===== src/source/isaPkg.sv =====
`default_nettype none

package isaPkg;

    localparam int wordWidth = 16;

    typedef logic [1:0] regIdx;

    typedef enum logic [3:0] {
        opBne   = 4'd0,
        opBeq   = 4'd1,
        opAdi   = 4'd4,
        opLhi   = 4'd6,
        opLwd   = 4'd7,
        opSwd   = 4'd8,
        opJmp   = 4'd9,
        opRtype = 4'd15
    } opcodeE;

    typedef enum logic [5:0] {
        fnAdd = 6'd0,
        fnSub = 6'd1,
        fnAnd = 6'd2,
        fnOrr = 6'd3,
        fnWwd = 6'd28,
        fnHlt = 6'd29
    } funcE;

    // instruction field positions
    localparam int opHi = 15;
    localparam int opLo = 12;
    localparam int rsHi = 11;
    localparam int rsLo = 10;
    localparam int rtHi = 9;
    localparam int rtLo = 8;
    localparam int rdHi = 7;
    localparam int rdLo = 6;
    localparam int funcHi = 5;
    localparam int funcLo = 0;
    localparam int immHi = 7;
    localparam int immLo = 0;
    localparam int immWidth = immHi - immLo + 1;
    localparam int targetHi = 11; // jump target, low bits of pc
    localparam int targetLo = 0;

endpackage

`default_nettype wire


===== src/source/pipePkg.sv =====
`default_nettype none

package pipePkg;

    import isaPkg::*;

    typedef enum logic [2:0] {
        aluAdd,
        aluSub,
        aluAnd,
        aluOr,
        aluPassB // lhi
    } aluOpE;

    typedef enum logic [1:0] {
        fwdReg,
        fwdMem,
        fwdWb
    } fwdSelE;

    // all zero is a bubble
    typedef struct packed {
        logic  regWrite;
        logic  memRead;
        logic  memWrite;
        logic  memToReg;
        logic  aluSrcImm;
        aluOpE aluOp;
        logic  isBranch;
        logic  branchOnEqual;
        logic  isJump;
        logic  isWwd;
        logic  isHalt;
        regIdx dest;
        logic  valid;
    } ctrlWord;

endpackage

`default_nettype wire


===== src/source/hazardIf.sv =====
`timescale 1ns/100ps
`default_nettype none

interface hazardIf import isaPkg::*, pipePkg::*; ();

    regIdx  idRs, idRt;
    logic   idUsesRs, idUsesRt;     // from the decoder
    regIdx  exRs, exRt, exRd;
    logic   exRegWrite, exMemRead;
    regIdx  memRd, wbRd;
    logic   memRegWrite, wbRegWrite;
    logic   stall;
    fwdSelE fwdA, fwdB;

    modport datapath (
        output idRs, idRt, exRs, exRt, exRd, exRegWrite, exMemRead,
        output memRd, memRegWrite, wbRd, wbRegWrite,
        input  stall, fwdA, fwdB
    );

    modport hazard (
        input  idRs, idRt, idUsesRs, idUsesRt, exRs, exRt, exRd, exRegWrite, exMemRead,
        input  memRd, memRegWrite, wbRd, wbRegWrite,
        output stall, fwdA, fwdB
    );

endinterface

`default_nettype wire


===== src/source/alu.sv =====
`timescale 1ns/100ps
`default_nettype none

module alu import isaPkg::*, pipePkg::*; (
    input  logic [wordWidth-1:0] a,
    input  logic [wordWidth-1:0] b,
    input  aluOpE                op,
    output logic [wordWidth-1:0] result,
    output logic                 isZero
);

    always_comb begin
        case (op)
            aluAdd: begin
                result = a + b;
            end
            aluSub: begin
                result = a - b;
            end
            aluAnd: begin
                result = a & b;
            end
            aluOr: begin
                result = a | b;
            end
            aluPassB: begin
                result = b;  // lhi, immediate already shifted
            end
            default: begin
                result = a + b;
            end
        endcase
    end

    // branches subtract, so zero means equal
    assign isZero = (result == '0);

endmodule

`default_nettype wire


===== src/source/controlUnit.sv =====
`timescale 1ns/100ps
`default_nettype none

module controlUnit import isaPkg::*, pipePkg::*; (
    input  logic [wordWidth-1:0] instr,
    output ctrlWord              ctrl,
    output logic                 usesRs,
    output logic                 usesRt
);

    opcodeE opcode;
    funcE   func;

    assign opcode = opcodeE'(instr[opHi:opLo]);
    assign func   = funcE'(instr[funcHi:funcLo]);

    always_comb begin
        ctrl       = '0;
        ctrl.valid = 1'b1;
        ctrl.dest  = instr[rtHi:rtLo];   // immediate forms write rt
        usesRs     = 1'b0;
        usesRt     = 1'b0;
        case (opcode)
            opRtype: begin
                ctrl.dest = instr[rdHi:rdLo];
                usesRs    = 1'b1;
                case (func)
                    fnAdd, fnSub, fnAnd, fnOrr: begin
                        ctrl.regWrite = 1'b1;
                        usesRt        = 1'b1;
                        case (func)
                            fnSub:   ctrl.aluOp = aluSub;
                            fnAnd:   ctrl.aluOp = aluAnd;
                            fnOrr:   ctrl.aluOp = aluOr;
                            default: ctrl.aluOp = aluAdd;
                        endcase
                    end
                    fnWwd: ctrl.isWwd = 1'b1;
                    fnHlt: begin
                        ctrl.isHalt = 1'b1;
                        usesRs      = 1'b0;
                    end
                    default: begin
                        ctrl   = '0;  // unknown func
                        usesRs = 1'b0;
                    end
                endcase
            end
            opAdi, opLwd: begin
                ctrl.regWrite  = 1'b1;
                ctrl.aluSrcImm = 1'b1;
                ctrl.memRead   = (opcode == opLwd);
                ctrl.memToReg  = (opcode == opLwd);
                usesRs         = 1'b1;
            end
            opLhi: begin
                ctrl.regWrite  = 1'b1;
                ctrl.aluSrcImm = 1'b1;
                ctrl.aluOp     = aluPassB;
            end
            opSwd: begin
                ctrl.memWrite  = 1'b1;
                ctrl.aluSrcImm = 1'b1;
                usesRs         = 1'b1;
                usesRt         = 1'b1;  // store data
            end
            opBne, opBeq: begin
                ctrl.isBranch      = 1'b1;
                ctrl.branchOnEqual = (opcode == opBeq);
                ctrl.aluOp         = aluSub;
                usesRs             = 1'b1;
                usesRt             = 1'b1;
            end
            opJmp:   ctrl.isJump = 1'b1;
            default: ctrl = '0;
        endcase
    end

endmodule

`default_nettype wire


===== src/source/cpuTop.sv =====
`timescale 1ns/100ps
`default_nettype none

module cpuTop import isaPkg::*, pipePkg::*; #(
    parameter logic [wordWidth-1:0] resetPc = '0
) (
    input  logic                 clk,
    input  logic                 rstN,
    output logic [wordWidth-1:0] iAddr,
    input  logic [wordWidth-1:0] iData,
    output logic                 dRead,
    output logic                 dWrite,
    output logic [wordWidth-1:0] dAddr,
    output logic [wordWidth-1:0] dWdata,
    input  logic [wordWidth-1:0] dRdata,
    output logic [wordWidth-1:0] outputPort,
    output logic                 outputValid,
    output logic [wordWidth-1:0] numInst,
    output logic                 halted
);

    logic [wordWidth-1:0] instrId;
    ctrlWord              ctrlId;
    regIdx                rdIdxA, rdIdxB, wrIdx;
    logic [wordWidth-1:0] rdDataA, rdDataB, wrData;
    logic                 wrEn;
    logic [wordWidth-1:0] aluA, aluB, aluResult;
    aluOpE                aluOp;
    logic                 aluZero;

    hazardIf hzBus ();

    pipeDatapath #(.resetPc(resetPc)) u_datapath (
        .clk, .rstN, .hz(hzBus.datapath),
        .instrId, .ctrlId,
        .rdIdxA, .rdIdxB, .rdDataA, .rdDataB,
        .wrIdx, .wrData, .wrEn,
        .aluA, .aluB, .aluOp, .aluResult, .aluZero,
        .iAddr, .iData, .dRead, .dWrite, .dAddr, .dWdata, .dRdata,
        .outputPort, .outputValid, .numInst, .halted
    );

    // register-use flags go straight onto the hazard bus
    controlUnit u_controlUnit (
        .instr(instrId), .ctrl(ctrlId),
        .usesRs(hzBus.idUsesRs), .usesRt(hzBus.idUsesRt)
    );

    hazardUnit u_hazardUnit (.hz(hzBus.hazard));

    regFile u_regFile (
        .clk, .rstN, .rdIdxA, .rdIdxB, .rdDataA, .rdDataB, .wrIdx, .wrData, .wrEn
    );

    alu u_alu (.a(aluA), .b(aluB), .op(aluOp), .result(aluResult), .isZero(aluZero));

endmodule

`default_nettype wire


===== src/source/hazardUnit.sv =====
`timescale 1ns/100ps
`default_nettype none

module hazardUnit import isaPkg::*, pipePkg::*; (
    hazardIf.hazard hz
);

    logic rsHit;
    logic rtHit;

    // newest producer wins, so mem is checked before wb
    function automatic fwdSelE pickFwd(
        input regIdx src,
        input logic  memWr,
        input regIdx memRd,
        input logic  wbWr,
        input regIdx wbRd
    );
        if (memWr && memRd == src) begin
            return fwdMem;
        end else if (wbWr && wbRd == src) begin
            return fwdWb;
        end
        return fwdReg;
    endfunction

    // load in ex, consumer in id
    assign rsHit = hz.idUsesRs && (hz.idRs == hz.exRd);
    assign rtHit = hz.idUsesRt && (hz.idRt == hz.exRd);
    assign hz.stall = hz.exMemRead && hz.exRegWrite && (rsHit || rtHit);

    assign hz.fwdA = pickFwd(hz.exRs, hz.memRegWrite, hz.memRd, hz.wbRegWrite, hz.wbRd);
    assign hz.fwdB = pickFwd(hz.exRt, hz.memRegWrite, hz.memRd, hz.wbRegWrite, hz.wbRd);

endmodule

`default_nettype wire


===== src/source/pipeDatapath.sv =====
`timescale 1ns/100ps
`default_nettype none

module pipeDatapath import isaPkg::*, pipePkg::*; #(
    parameter logic [wordWidth-1:0] resetPc = '0
) (
    input  logic                 clk,
    input  logic                 rstN,
    hazardIf.datapath            hz,
    output logic [wordWidth-1:0] instrId,
    input  ctrlWord              ctrlId,
    output regIdx                rdIdxA,
    output regIdx                rdIdxB,
    input  logic [wordWidth-1:0] rdDataA,
    input  logic [wordWidth-1:0] rdDataB,
    output regIdx                wrIdx,
    output logic [wordWidth-1:0] wrData,
    output logic                 wrEn,
    output logic [wordWidth-1:0] aluA,
    output logic [wordWidth-1:0] aluB,
    output aluOpE                aluOp,
    input  logic [wordWidth-1:0] aluResult,
    input  logic                 aluZero,
    output logic [wordWidth-1:0] iAddr,
    input  logic [wordWidth-1:0] iData,
    output logic                 dRead,
    output logic                 dWrite,
    output logic [wordWidth-1:0] dAddr,
    output logic [wordWidth-1:0] dWdata,
    input  logic [wordWidth-1:0] dRdata,
    output logic [wordWidth-1:0] outputPort,
    output logic                 outputValid,
    output logic [wordWidth-1:0] numInst,
    output logic                 halted
);

    // r-type with an unused func, decodes to a bubble
    localparam logic [wordWidth-1:0] bubbleWord = {opRtype, {(wordWidth - 4){1'b1}}};

    logic [wordWidth-1:0] pc, pcPlus1;
    logic                 ifIdValid;
    logic [wordWidth-1:0] ifIdInstr, ifIdPcPlus1;
    logic [wordWidth-1:0] immSext, immId, jumpTarget, branchTarget;
    ctrlWord              idExCtrl;
    regIdx                idExRs, idExRt;
    logic [wordWidth-1:0] idExA, idExB, idExImm, idExTarget;
    logic [wordWidth-1:0] opA, opB, memFwd;
    logic                 branchTaken;
    ctrlWord              exMemCtrl;
    logic [wordWidth-1:0] exMemAlu, exMemData;
    ctrlWord              memWbCtrl;
    logic [wordWidth-1:0] memWbResult, memWbData;
    logic                 haltReg;

    function automatic logic [wordWidth-1:0] fwdMux(
        input fwdSelE               sel,
        input logic [wordWidth-1:0] regVal,
        input logic [wordWidth-1:0] memVal,
        input logic [wordWidth-1:0] wbVal
    );
        case (sel)
            fwdMem:  return memVal;
            fwdWb:   return wbVal;
            default: return regVal;
        endcase
    endfunction

    assign pcPlus1 = pc + 1'b1;
    assign iAddr   = pc;

    // id
    assign instrId      = ifIdValid ? ifIdInstr : bubbleWord;
    assign rdIdxA       = instrId[rsHi:rsLo];
    assign rdIdxB       = instrId[rtHi:rtLo];
    assign immSext      = {{(wordWidth - immWidth){instrId[immHi]}}, instrId[immHi:immLo]};
    assign immId        = (ctrlId.aluOp == aluPassB)
                        ? {instrId[immHi:immLo], {(wordWidth - immWidth){1'b0}}} : immSext;
    assign jumpTarget   = {ifIdPcPlus1[wordWidth-1:targetHi+1], instrId[targetHi:targetLo]};
    assign branchTarget = ifIdPcPlus1 + immSext;

    // ex
    assign memFwd      = exMemCtrl.memToReg ? dRdata : exMemAlu; // load data is ready in mem
    assign opA         = fwdMux(hz.fwdA, idExA, memFwd, wrData);
    assign opB         = fwdMux(hz.fwdB, idExB, memFwd, wrData);
    assign aluA        = opA;
    assign aluB        = idExCtrl.aluSrcImm ? idExImm : opB;
    assign aluOp       = idExCtrl.aluOp;
    assign branchTaken = idExCtrl.isBranch && (idExCtrl.branchOnEqual == aluZero);

    assign hz.idRs        = rdIdxA;
    assign hz.idRt        = rdIdxB;
    assign hz.exRs        = idExRs;
    assign hz.exRt        = idExRt;
    assign hz.exRd        = idExCtrl.dest;
    assign hz.exRegWrite  = idExCtrl.regWrite;
    assign hz.exMemRead   = idExCtrl.memRead;
    assign hz.memRd       = exMemCtrl.dest;
    assign hz.memRegWrite = exMemCtrl.regWrite;
    assign hz.wbRd        = memWbCtrl.dest;
    assign hz.wbRegWrite  = memWbCtrl.regWrite;

    // mem, quiet once halted
    assign dRead  = exMemCtrl.memRead && !halted;
    assign dWrite = exMemCtrl.memWrite && !halted;
    assign dAddr  = exMemAlu;
    assign dWdata = exMemData;

    // wb
    assign wrIdx       = memWbCtrl.dest;
    assign wrData      = memWbResult;
    assign wrEn        = memWbCtrl.regWrite;
    assign outputPort  = memWbData;
    assign outputValid = memWbCtrl.isWwd;
    assign halted      = haltReg || memWbCtrl.isHalt;

    always_ff @(posedge clk or negedge rstN) begin
        if (!rstN) begin
            pc        <= resetPc;
            ifIdValid <= 1'b0;
            idExCtrl  <= '0;
            exMemCtrl <= '0;
            memWbCtrl <= '0;
            haltReg   <= 1'b0;
            numInst   <= '0;
        end else begin
            if (memWbCtrl.valid && !haltReg) begin
                numInst <= numInst + 1'b1;  // hlt itself counts once
            end
            if (memWbCtrl.isHalt) begin
                haltReg <= 1'b1;
            end
            if (!halted) begin
                if (branchTaken) begin
                    pc <= idExTarget;
                end else if (ctrlId.isJump) begin
                    pc <= jumpTarget;
                end else if (!hz.stall) begin
                    pc <= pcPlus1;
                end
                if (branchTaken || ctrlId.isJump) begin
                    ifIdValid <= 1'b0;
                end else if (!hz.stall) begin
                    ifIdValid <= 1'b1;
                end
                idExCtrl  <= (branchTaken || hz.stall) ? '0 : ctrlId;
                exMemCtrl <= idExCtrl;
                memWbCtrl <= exMemCtrl;
            end
        end
    end

    always_ff @(posedge clk) begin
        if (!halted) begin
            if (!hz.stall) begin
                ifIdInstr   <= iData;
                ifIdPcPlus1 <= pcPlus1;
            end
            idExRs      <= rdIdxA;
            idExRt      <= rdIdxB;
            idExA       <= rdDataA;
            idExB       <= rdDataB;
            idExImm     <= immId;
            idExTarget  <= branchTarget;
            exMemAlu    <= aluResult;
            exMemData   <= idExCtrl.isWwd ? opA : opB; // wwd sends rs, swd stores rt
            memWbResult <= memFwd;
            memWbData   <= exMemData;
        end
    end

endmodule

`default_nettype wire


===== src/source/regFile.sv =====
`timescale 1ns/100ps
`default_nettype none

module regFile import isaPkg::*; (
    input  logic                 clk,
    input  logic                 rstN,
    input  regIdx                rdIdxA,
    input  regIdx                rdIdxB,
    output logic [wordWidth-1:0] rdDataA,
    output logic [wordWidth-1:0] rdDataB,
    input  regIdx                wrIdx,
    input  logic [wordWidth-1:0] wrData,
    input  logic                 wrEn
);

    logic [wordWidth-1:0] regs [4];

    always_ff @(posedge clk or negedge rstN) begin
        if (!rstN) begin
            for (int i = 0; i < 4; i++) begin
                regs[i] <= '0;
            end
        end else if (wrEn) begin
            regs[wrIdx] <= wrData;
        end
    end

    // write-through, wb result seen in id the same cycle
    assign rdDataA = (wrEn && wrIdx == rdIdxA) ? wrData : regs[rdIdxA];
    assign rdDataB = (wrEn && wrIdx == rdIdxB) ? wrData : regs[rdIdxB];

endmodule

`default_nettype wire


===== config.mk =====
export PLATFORM = sky130hd
export DESIGN_NAME = cpuTop
export DESIGN_NICKNAME = d
export VERILOG_FILES = /design/src/source/isaPkg.sv /design/src/source/pipePkg.sv /design/src/source/hazardIf.sv /design/src/source/alu.sv /design/src/source/controlUnit.sv /design/src/source/cpuTop.sv /design/src/source/hazardUnit.sv /design/src/source/pipeDatapath.sv /design/src/source/regFile.sv
export SDC_FILE = /design/constraint.sdc
export NUM_CORES = 1
export LEC_CHECK = 0
export BUFFER_PORTS_ARGS = -buffer_cell sky130_fd_sc_hd__buf_2
export CORE_MARGIN = 2
export CORE_UTILIZATION = 65
export DETAILED_ROUTE_END_ITERATION = 7
export PLACE_DENSITY_LB_ADDON = 0.25
export SYNTH_ARGS = -nofsm -noshare
export SYNTH_HDL_FRONTEND = slang
export SYNTH_HIERARCHICAL = 1
export SYNTH_SLANG_ARGS = --single-unit

===== constraint.sdc =====
create_clock -name clk -period 12.1 [get_ports clk]
set_input_delay 0.605 -clock clk [delete_from_list [all_inputs] [get_ports clk]]
set_output_delay 0.605 -clock clk [all_outputs]
set_load 0.1 [all_outputs]

[After elaboration in Yosys (flattened, before gate mapping)]
Index checks and enable logic that the tools add are counted.
Storage, ports and cells
  input port bits: 34
  register bits after elaboration: 292
  word-level logic and storage cells: 183
Operators by class
  bitwise logic cells: 7
  equality and inequality tests: 32
  reductions and logical operators: 37
  magnitude comparators: 4
  multiplexer cells: 52
  add/sub/neg operators: 5
Operators by type and width (number)
  $mux W16: 15
  $bmux W16 S2: 2
  $bwmux W64: 1
  $pmux W16 S2: 2
  $pmux W16 S4: 1
  $add A16 B1 Y16 const B: 2
  $add A16 B16 Y16: 2
  $demux W16 S2: 1
  $and A16 B16 Y16: 1
  $eq A2 B2 Y1: 8
  $logic_not A16 Y1: 1
  $mux W2: 8
  $or A16 B16 Y16: 1
  $sub A16 B16 Y16: 1
  $logic_and A1 B1 Y1: 15
  $mux W15: 1
  $mux W1: 14
  $eq A4 B3 Y1 const B: 3
  $eq A4 B4 Y1 const B: 3
  $eq A6 B2 Y1 const B: 2
  $eq A6 B5 Y1 const B: 2
  $pmux W5 S2: 1
  $reduce_or A5 Y1: 2
  $ge A3 B3 Y1 const B: 3
  27 further kinds: 45

[Depth between registers and ports, before layout]
  word-level depth: 16
  gate-level depth with buffers: 34
  depth with buffers taken out: 29

[Modules after synthesis]
The synthesis kept the hierarchy.
Modules (own cells, without submodules)
  pipeDatapath: seq. area each 6526.3 um^2, instances 1, cells each 860, area each 10362.4 um^2
  regFile: seq. area each 1601.5 um^2, instances 1, cells each 219, area each 3773.6 um^2
  alu: seq. area each 0.0 um^2, instances 1, cells each 263, area each 1749.2 um^2
  controlUnit: seq. area each 0.0 um^2, instances 1, cells each 38, area each 262.8 um^2
  hazardUnit: seq. area each 0.0 um^2, instances 1, cells each 25, area each 165.2 um^2

[Worst setup path after synthesis]
Ideal clock, no wire load.
  path kind: reg2reg
  start point: register u_datapath.exMemCtrl (netlist bit u_datapath/hz.memRd[0])
  end point: register u_datapath.pc[13], in the netlist u_datapath/iAddr[13]
  buffers on the path: 4
  setup slack: 5614 ps
  data arrival time: 6364 ps
  required time: 11978 ps
  setup time: 122 ps
  clock period less this slack: 6486 ps
  stages on the path, launching flop included: 32
  path through: dfrtp_1 > buf_4 > xnor2_1 > and3_1 > nor2_1 > inv_1 > ha_1 > clkbuf_1 > clkbuf_1 > a22oi_1 > nor2_1 > a21oi_1 > o21ai_0 > or3_1 > or4_1 > o31ai_1 > xor2_1 > ha_1 > clkbuf_1 > a21oi_1 > nor2_1 > a21oi_1 > o21ai_0 > or4_1 > or2_2 > a2111oi_2 > o2111a_1 > xnor2_1 > nand2_2 > a31oi_1 > o31ai_1 > a22o_1
Between the ends
  longest elaborated chain between the ends: 14
Ends and longest elaborated chain
  from (decl): RTL line pipeDatapath.sv:49  | ctrlWord exMemCtrl;
  from (signal assigned): RTL line pipeDatapath.sv:146  | exMemCtrl <= idExCtrl;
  $eq A2 B2 Y1 *: RTL line hazardUnit.sv:19  | if (memWr && memRd == src) begin
  $logic_and A1 B1 Y1 *: RTL line hazardUnit.sv:19
  $mux W2 / $mux W1 (equally long branches): RTL line hazardUnit.sv:19
  $mux W2 *: RTL line hazardUnit.sv:24  | return fwdReg;
  named net hzBus.fwdB[0]: RTL line hazardIf.sv:13  | fwdSelE fwdA, fwdB;
  $eq A2 B2 Y1 / $eq A2 B1 Y1 (equally long branches): RTL line pipeDatapath.sv:61  | case (sel)
  $pmux W16 S2 *: RTL line pipeDatapath.sv:61
  $mux W16 *: RTL line pipeDatapath.sv:86  | assign aluB = idExCtrl.aluSrcImm ? idExImm : opB;
  named net aluB[5]: RTL line cpuTop.sv:27  | logic [wordWidth-1:0] aluA, aluB, aluResult;
  (+1 left out)
  $pmux W16 S4 *: RTL line alu.sv:13  | case (op)
  named net aluResult[11]: RTL line cpuTop.sv:27
  $logic_not A16 Y1 *: RTL line alu.sv:36  | assign isZero = (result == '0);
  named net aluZero: RTL line cpuTop.sv:29  | logic aluZero;
  $eq A1 B1 Y1 *: RTL line pipeDatapath.sv:88  | assign branchTaken = idExCtrl.isBranch && (idExCtrl.branchOnEqual == aluZero);
  $logic_and A1 B1 Y1 *: RTL line pipeDatapath.sv:88
  $ne A3 B3 Y1 (no source line)
  $reduce_and A2 Y1 (no source line)
  to (signal assigned): RTL line pipeDatapath.sv:118  | pc <= resetPc;
  to (signal assigned): RTL line pipeDatapath.sv:134  | pc <= idExTarget;
  to (signal assigned): RTL line pipeDatapath.sv:136  | pc <= jumpTarget;
  to (decl): RTL line pipeDatapath.sv:40  | logic [wordWidth-1:0] pc, pcPlus1;
Mark *: on every way through the listed nets, which the timed path passes. The rest lies on a longest branch.
A chain may end at the register's enable or synchronous reset.

[Worst setup path after layout]
  start point: register u_datapath.memWbCtrl (netlist bit u_datapath/hz.wbRd[0])
  end point: register u_datapath.pc[0], in the netlist u_datapath/iAddr[0]
Between the ends
  longest elaborated chain between the ends: 15
Ends and longest elaborated chain
  from (decl): RTL line pipeDatapath.sv:51  | ctrlWord memWbCtrl;
  from (signal assigned): RTL line pipeDatapath.sv:147  | memWbCtrl <= exMemCtrl;
  $eq A2 B2 Y1 *: RTL line hazardUnit.sv:21  | end else if (wbWr && wbRd == src) begin
  $logic_and A1 B1 Y1 *: RTL line hazardUnit.sv:21
  $mux W1 *: RTL line hazardUnit.sv:21
  $mux W1 *: RTL line hazardUnit.sv:19
  $mux W2 *: RTL line hazardUnit.sv:24
  named net hzBus.fwdB[1]: RTL line hazardIf.sv:13
  $eq A2 B2 Y1 / $eq A2 B1 Y1 (equally long branches): RTL line pipeDatapath.sv:61
  $pmux W16 S2 *: RTL line pipeDatapath.sv:61
  (+1 left out)
  named net aluB[3]: RTL line cpuTop.sv:27
  $add A16 B16 Y16, or another cell as far along: RTL line alu.sv:15, alu.sv:30
  $pmux W16 S4 *: RTL line alu.sv:13
  $logic_not A16 Y1 *: RTL line alu.sv:36
  named net aluZero: RTL line cpuTop.sv:29
  $eq A1 B1 Y1 *: RTL line pipeDatapath.sv:88
  $logic_and A1 B1 Y1 *: RTL line pipeDatapath.sv:88
  $ne A3 B3 Y1 (no source line)
  $reduce_and A2 Y1 (no source line)
Marked as above.

==> results.sh <==
export IMPL_status="complete, no violations"
export IMPL_crit_type="flop to flop"
export IMPL_insertedDiodeCount=0
export IMPL_hold_buffers=0
export IMPL_grt_usage=0.292
export IMPL_setup_violations=0
export IMPL_grt_max_degree=89
export IMPL_detail_route_antenna_nets=0
export IMPL_max_freq_mhz=130
export IMPL_layout_common_cells="164 x edfxtp_1, 137 x nand2_1, 128 x dfrtp_1"
export IMPL_area_growth_pct=10.2
export IMPL_final_common_cell="edfxtp_1"
export IMPL_vias=11700
export IMPL_cts_setup_buffers=0
export IMPL_holdWs_ns=0.0442
export IMPL_grt_pass1_vias=11100
export IMPL_cts_clk_slew_worst_paths_ns=0.06
export IMPL_slew_violations=0
export IMPL_syn_inst=1403
export IMPL_fin_nets=1553
export IMPL_worst_path_max_fanout=32
export IMPL_relSlewSlack=0.244
export IMPL_start_util=0.666
export IMPL_die_area_mm2=0.0264
export IMPL_drt_iter0_markers=1327
export IMPL_rows=57
export IMPL_place_gp_congestion=0.942
export IMPL_dieHeight_um=162
export IMPL_io_buffers=117
export IMPL_vias_per_cell=6.41
export IMPL_crit_required_ns=12.56
export IMPL_grt_pass1_wl_um=60900
export IMPL_fin_worst_skew_ns=0.0207
export IMPL_cts_buffer_depth=3
export IMPL_dpl_hpwl_um=26900
export IMPL_syn_area_per_cell_um2=11.6
export IMPL_cts_sinks=292
export IMPL_cts_root_buf="clkbuf_16"
export IMPL_cp_end_kind="flop"
export IMPL_critPathLaunchType="flop"
export IMPL_worst_slew_pin_slew_ns=1.13
export IMPL_dr_pass1_iters=6
export IMPL_min_period_ns=7.68
export IMPL_fin_setup_tns_ns=0
export IMPL_clock_latency_ns=0.56
export IMPL_avgRoutedWirePerCell_um=21.2
export IMPL_rsz0062_at_grt="false"
export IMPL_cts_tree="yes"
export IMPL_ioPinCount=118
export IMPL_largest_register="u_regFile/regs"
export IMPL_largest_reg_flops=64
export IMPL_yosysWarnings=6
export IMPL_drive_gt1_frac=0.231
export IMPL_antenna_found_initial=0
export IMPL_syn_nets=1480
export IMPL_hold_class="primary input to async pin"
export IMPL_worstPathArrival_ns=8.14
export IMPL_numCtsBuffers=31
export IMPL_fin_crit_sh=0.635
export IMPL_drc_errors=0
export IMPL_die_w_um=162
export IMPL_overflow=0
export IMPL_finalHoldViolCount=0
export IMPL_routed_wl_um=38700
export IMPL_maxCapViolations=0
export IMPL_ctsResizeCount=0
export IMPL_synthesis_area_mm2=0.0163
export IMPL_core_mm2=0.0245
export IMPL_h_tree_depth=1
-- critical path, stage by stage, from the launching register on --
cell       delay [ns]
dfrtp_1          0.62
xnor2_1          0.18
nand3_1          0.10
nor2_1           0.16
ha_1             0.74
nor2_1           0.14
a21oi_1          0.23
o21ai_0          0.27
or3_1            0.45
or4_1            0.50
nor3_1           0.24
nand2_1          0.08
o21ai_0          0.19
xor2_1           0.10
ha_1             0.42
a211oi_1         0.12
a21oi_1          0.17
nand2_1          0.11
inv_1            0.09
a21oi_1          0.06
or4b_1           0.51
a2111oi_2        0.29
o2111a_1         0.30
xnor2_1          0.12
and2_1           0.35
o21ai_2          0.60
a21oi_1          0.15
a221oi_1         0.26
-- worst paths after layout --
kind / slack [ns] / cells after the start / start / to
setup / recovery: 4.42 / 27 / u_datapath/hz.wbRd[0] / u_datapath/iAddr[0]
hold reg to reg: 0.44 / 0 / u_datapath/dWdata[5] / u_datapath/outputPort[5]
hold / removal: 0.04 / 1 / rstN / u_regFile/regs[25]
min in group clk: 0.21 / 1 / iData[11] / u_datapath/ifIdInstr[11]
setup reg to reg: 4.42 / 27 / u_datapath/hz.wbRd[0] / u_datapath/iAddr[0]
max in group asynchronous: 10.81 / 2 / rstN / u_regFile/regs[6]
-- stage by stage --
stage | util | instances | worst slack [ns] | instance area [um2]
3_5_place_dp | 0.690 | 1767 | 4.61 | 16900
6_report | 0.734 | 1825 | 4.42 | 18000
3_3_place_gp | 0.690 | 1767 | 4.77 | 16900
2_1_floorplan | - | 1403 | 5.61 | 16300
4_1_cts | 0.734 | 1825 | 4.52 | 18000
5_1_grt | 0.734 | 1825 | 3.79 | 18000
-- routing by layer --
| metal | routed length, um | up-vias | share of wire | track usage |
|---|---|---|---|---|
| li1 | - | 5334 | - | - |
| met5 | 0 | - | 0 | 0 |
| met3 | 3380 | 85 | 0.087 | 0.0486 |
| met4 | 1050 | 0 | 0.027 | 0.0833 |
| met2 | 17800 | 558 | 0.46 | 0.451 |
| met1 | 16400 | 5728 | 0.42 | 0.434 |
-- layout make-up --
cell class              instances  area (um2)
flip-flops and latches        292        8130
multi-input cells             979        7490
fillers                      1679        6510
clock buffers                  47         991
repair buffers                130         689
well taps                     324         405
inverters                      42         163
clock inverters                11        87.6
Power is not shown: default switching activity piles up to over one toggle a cycle in this logic, so the estimate is an artifact.
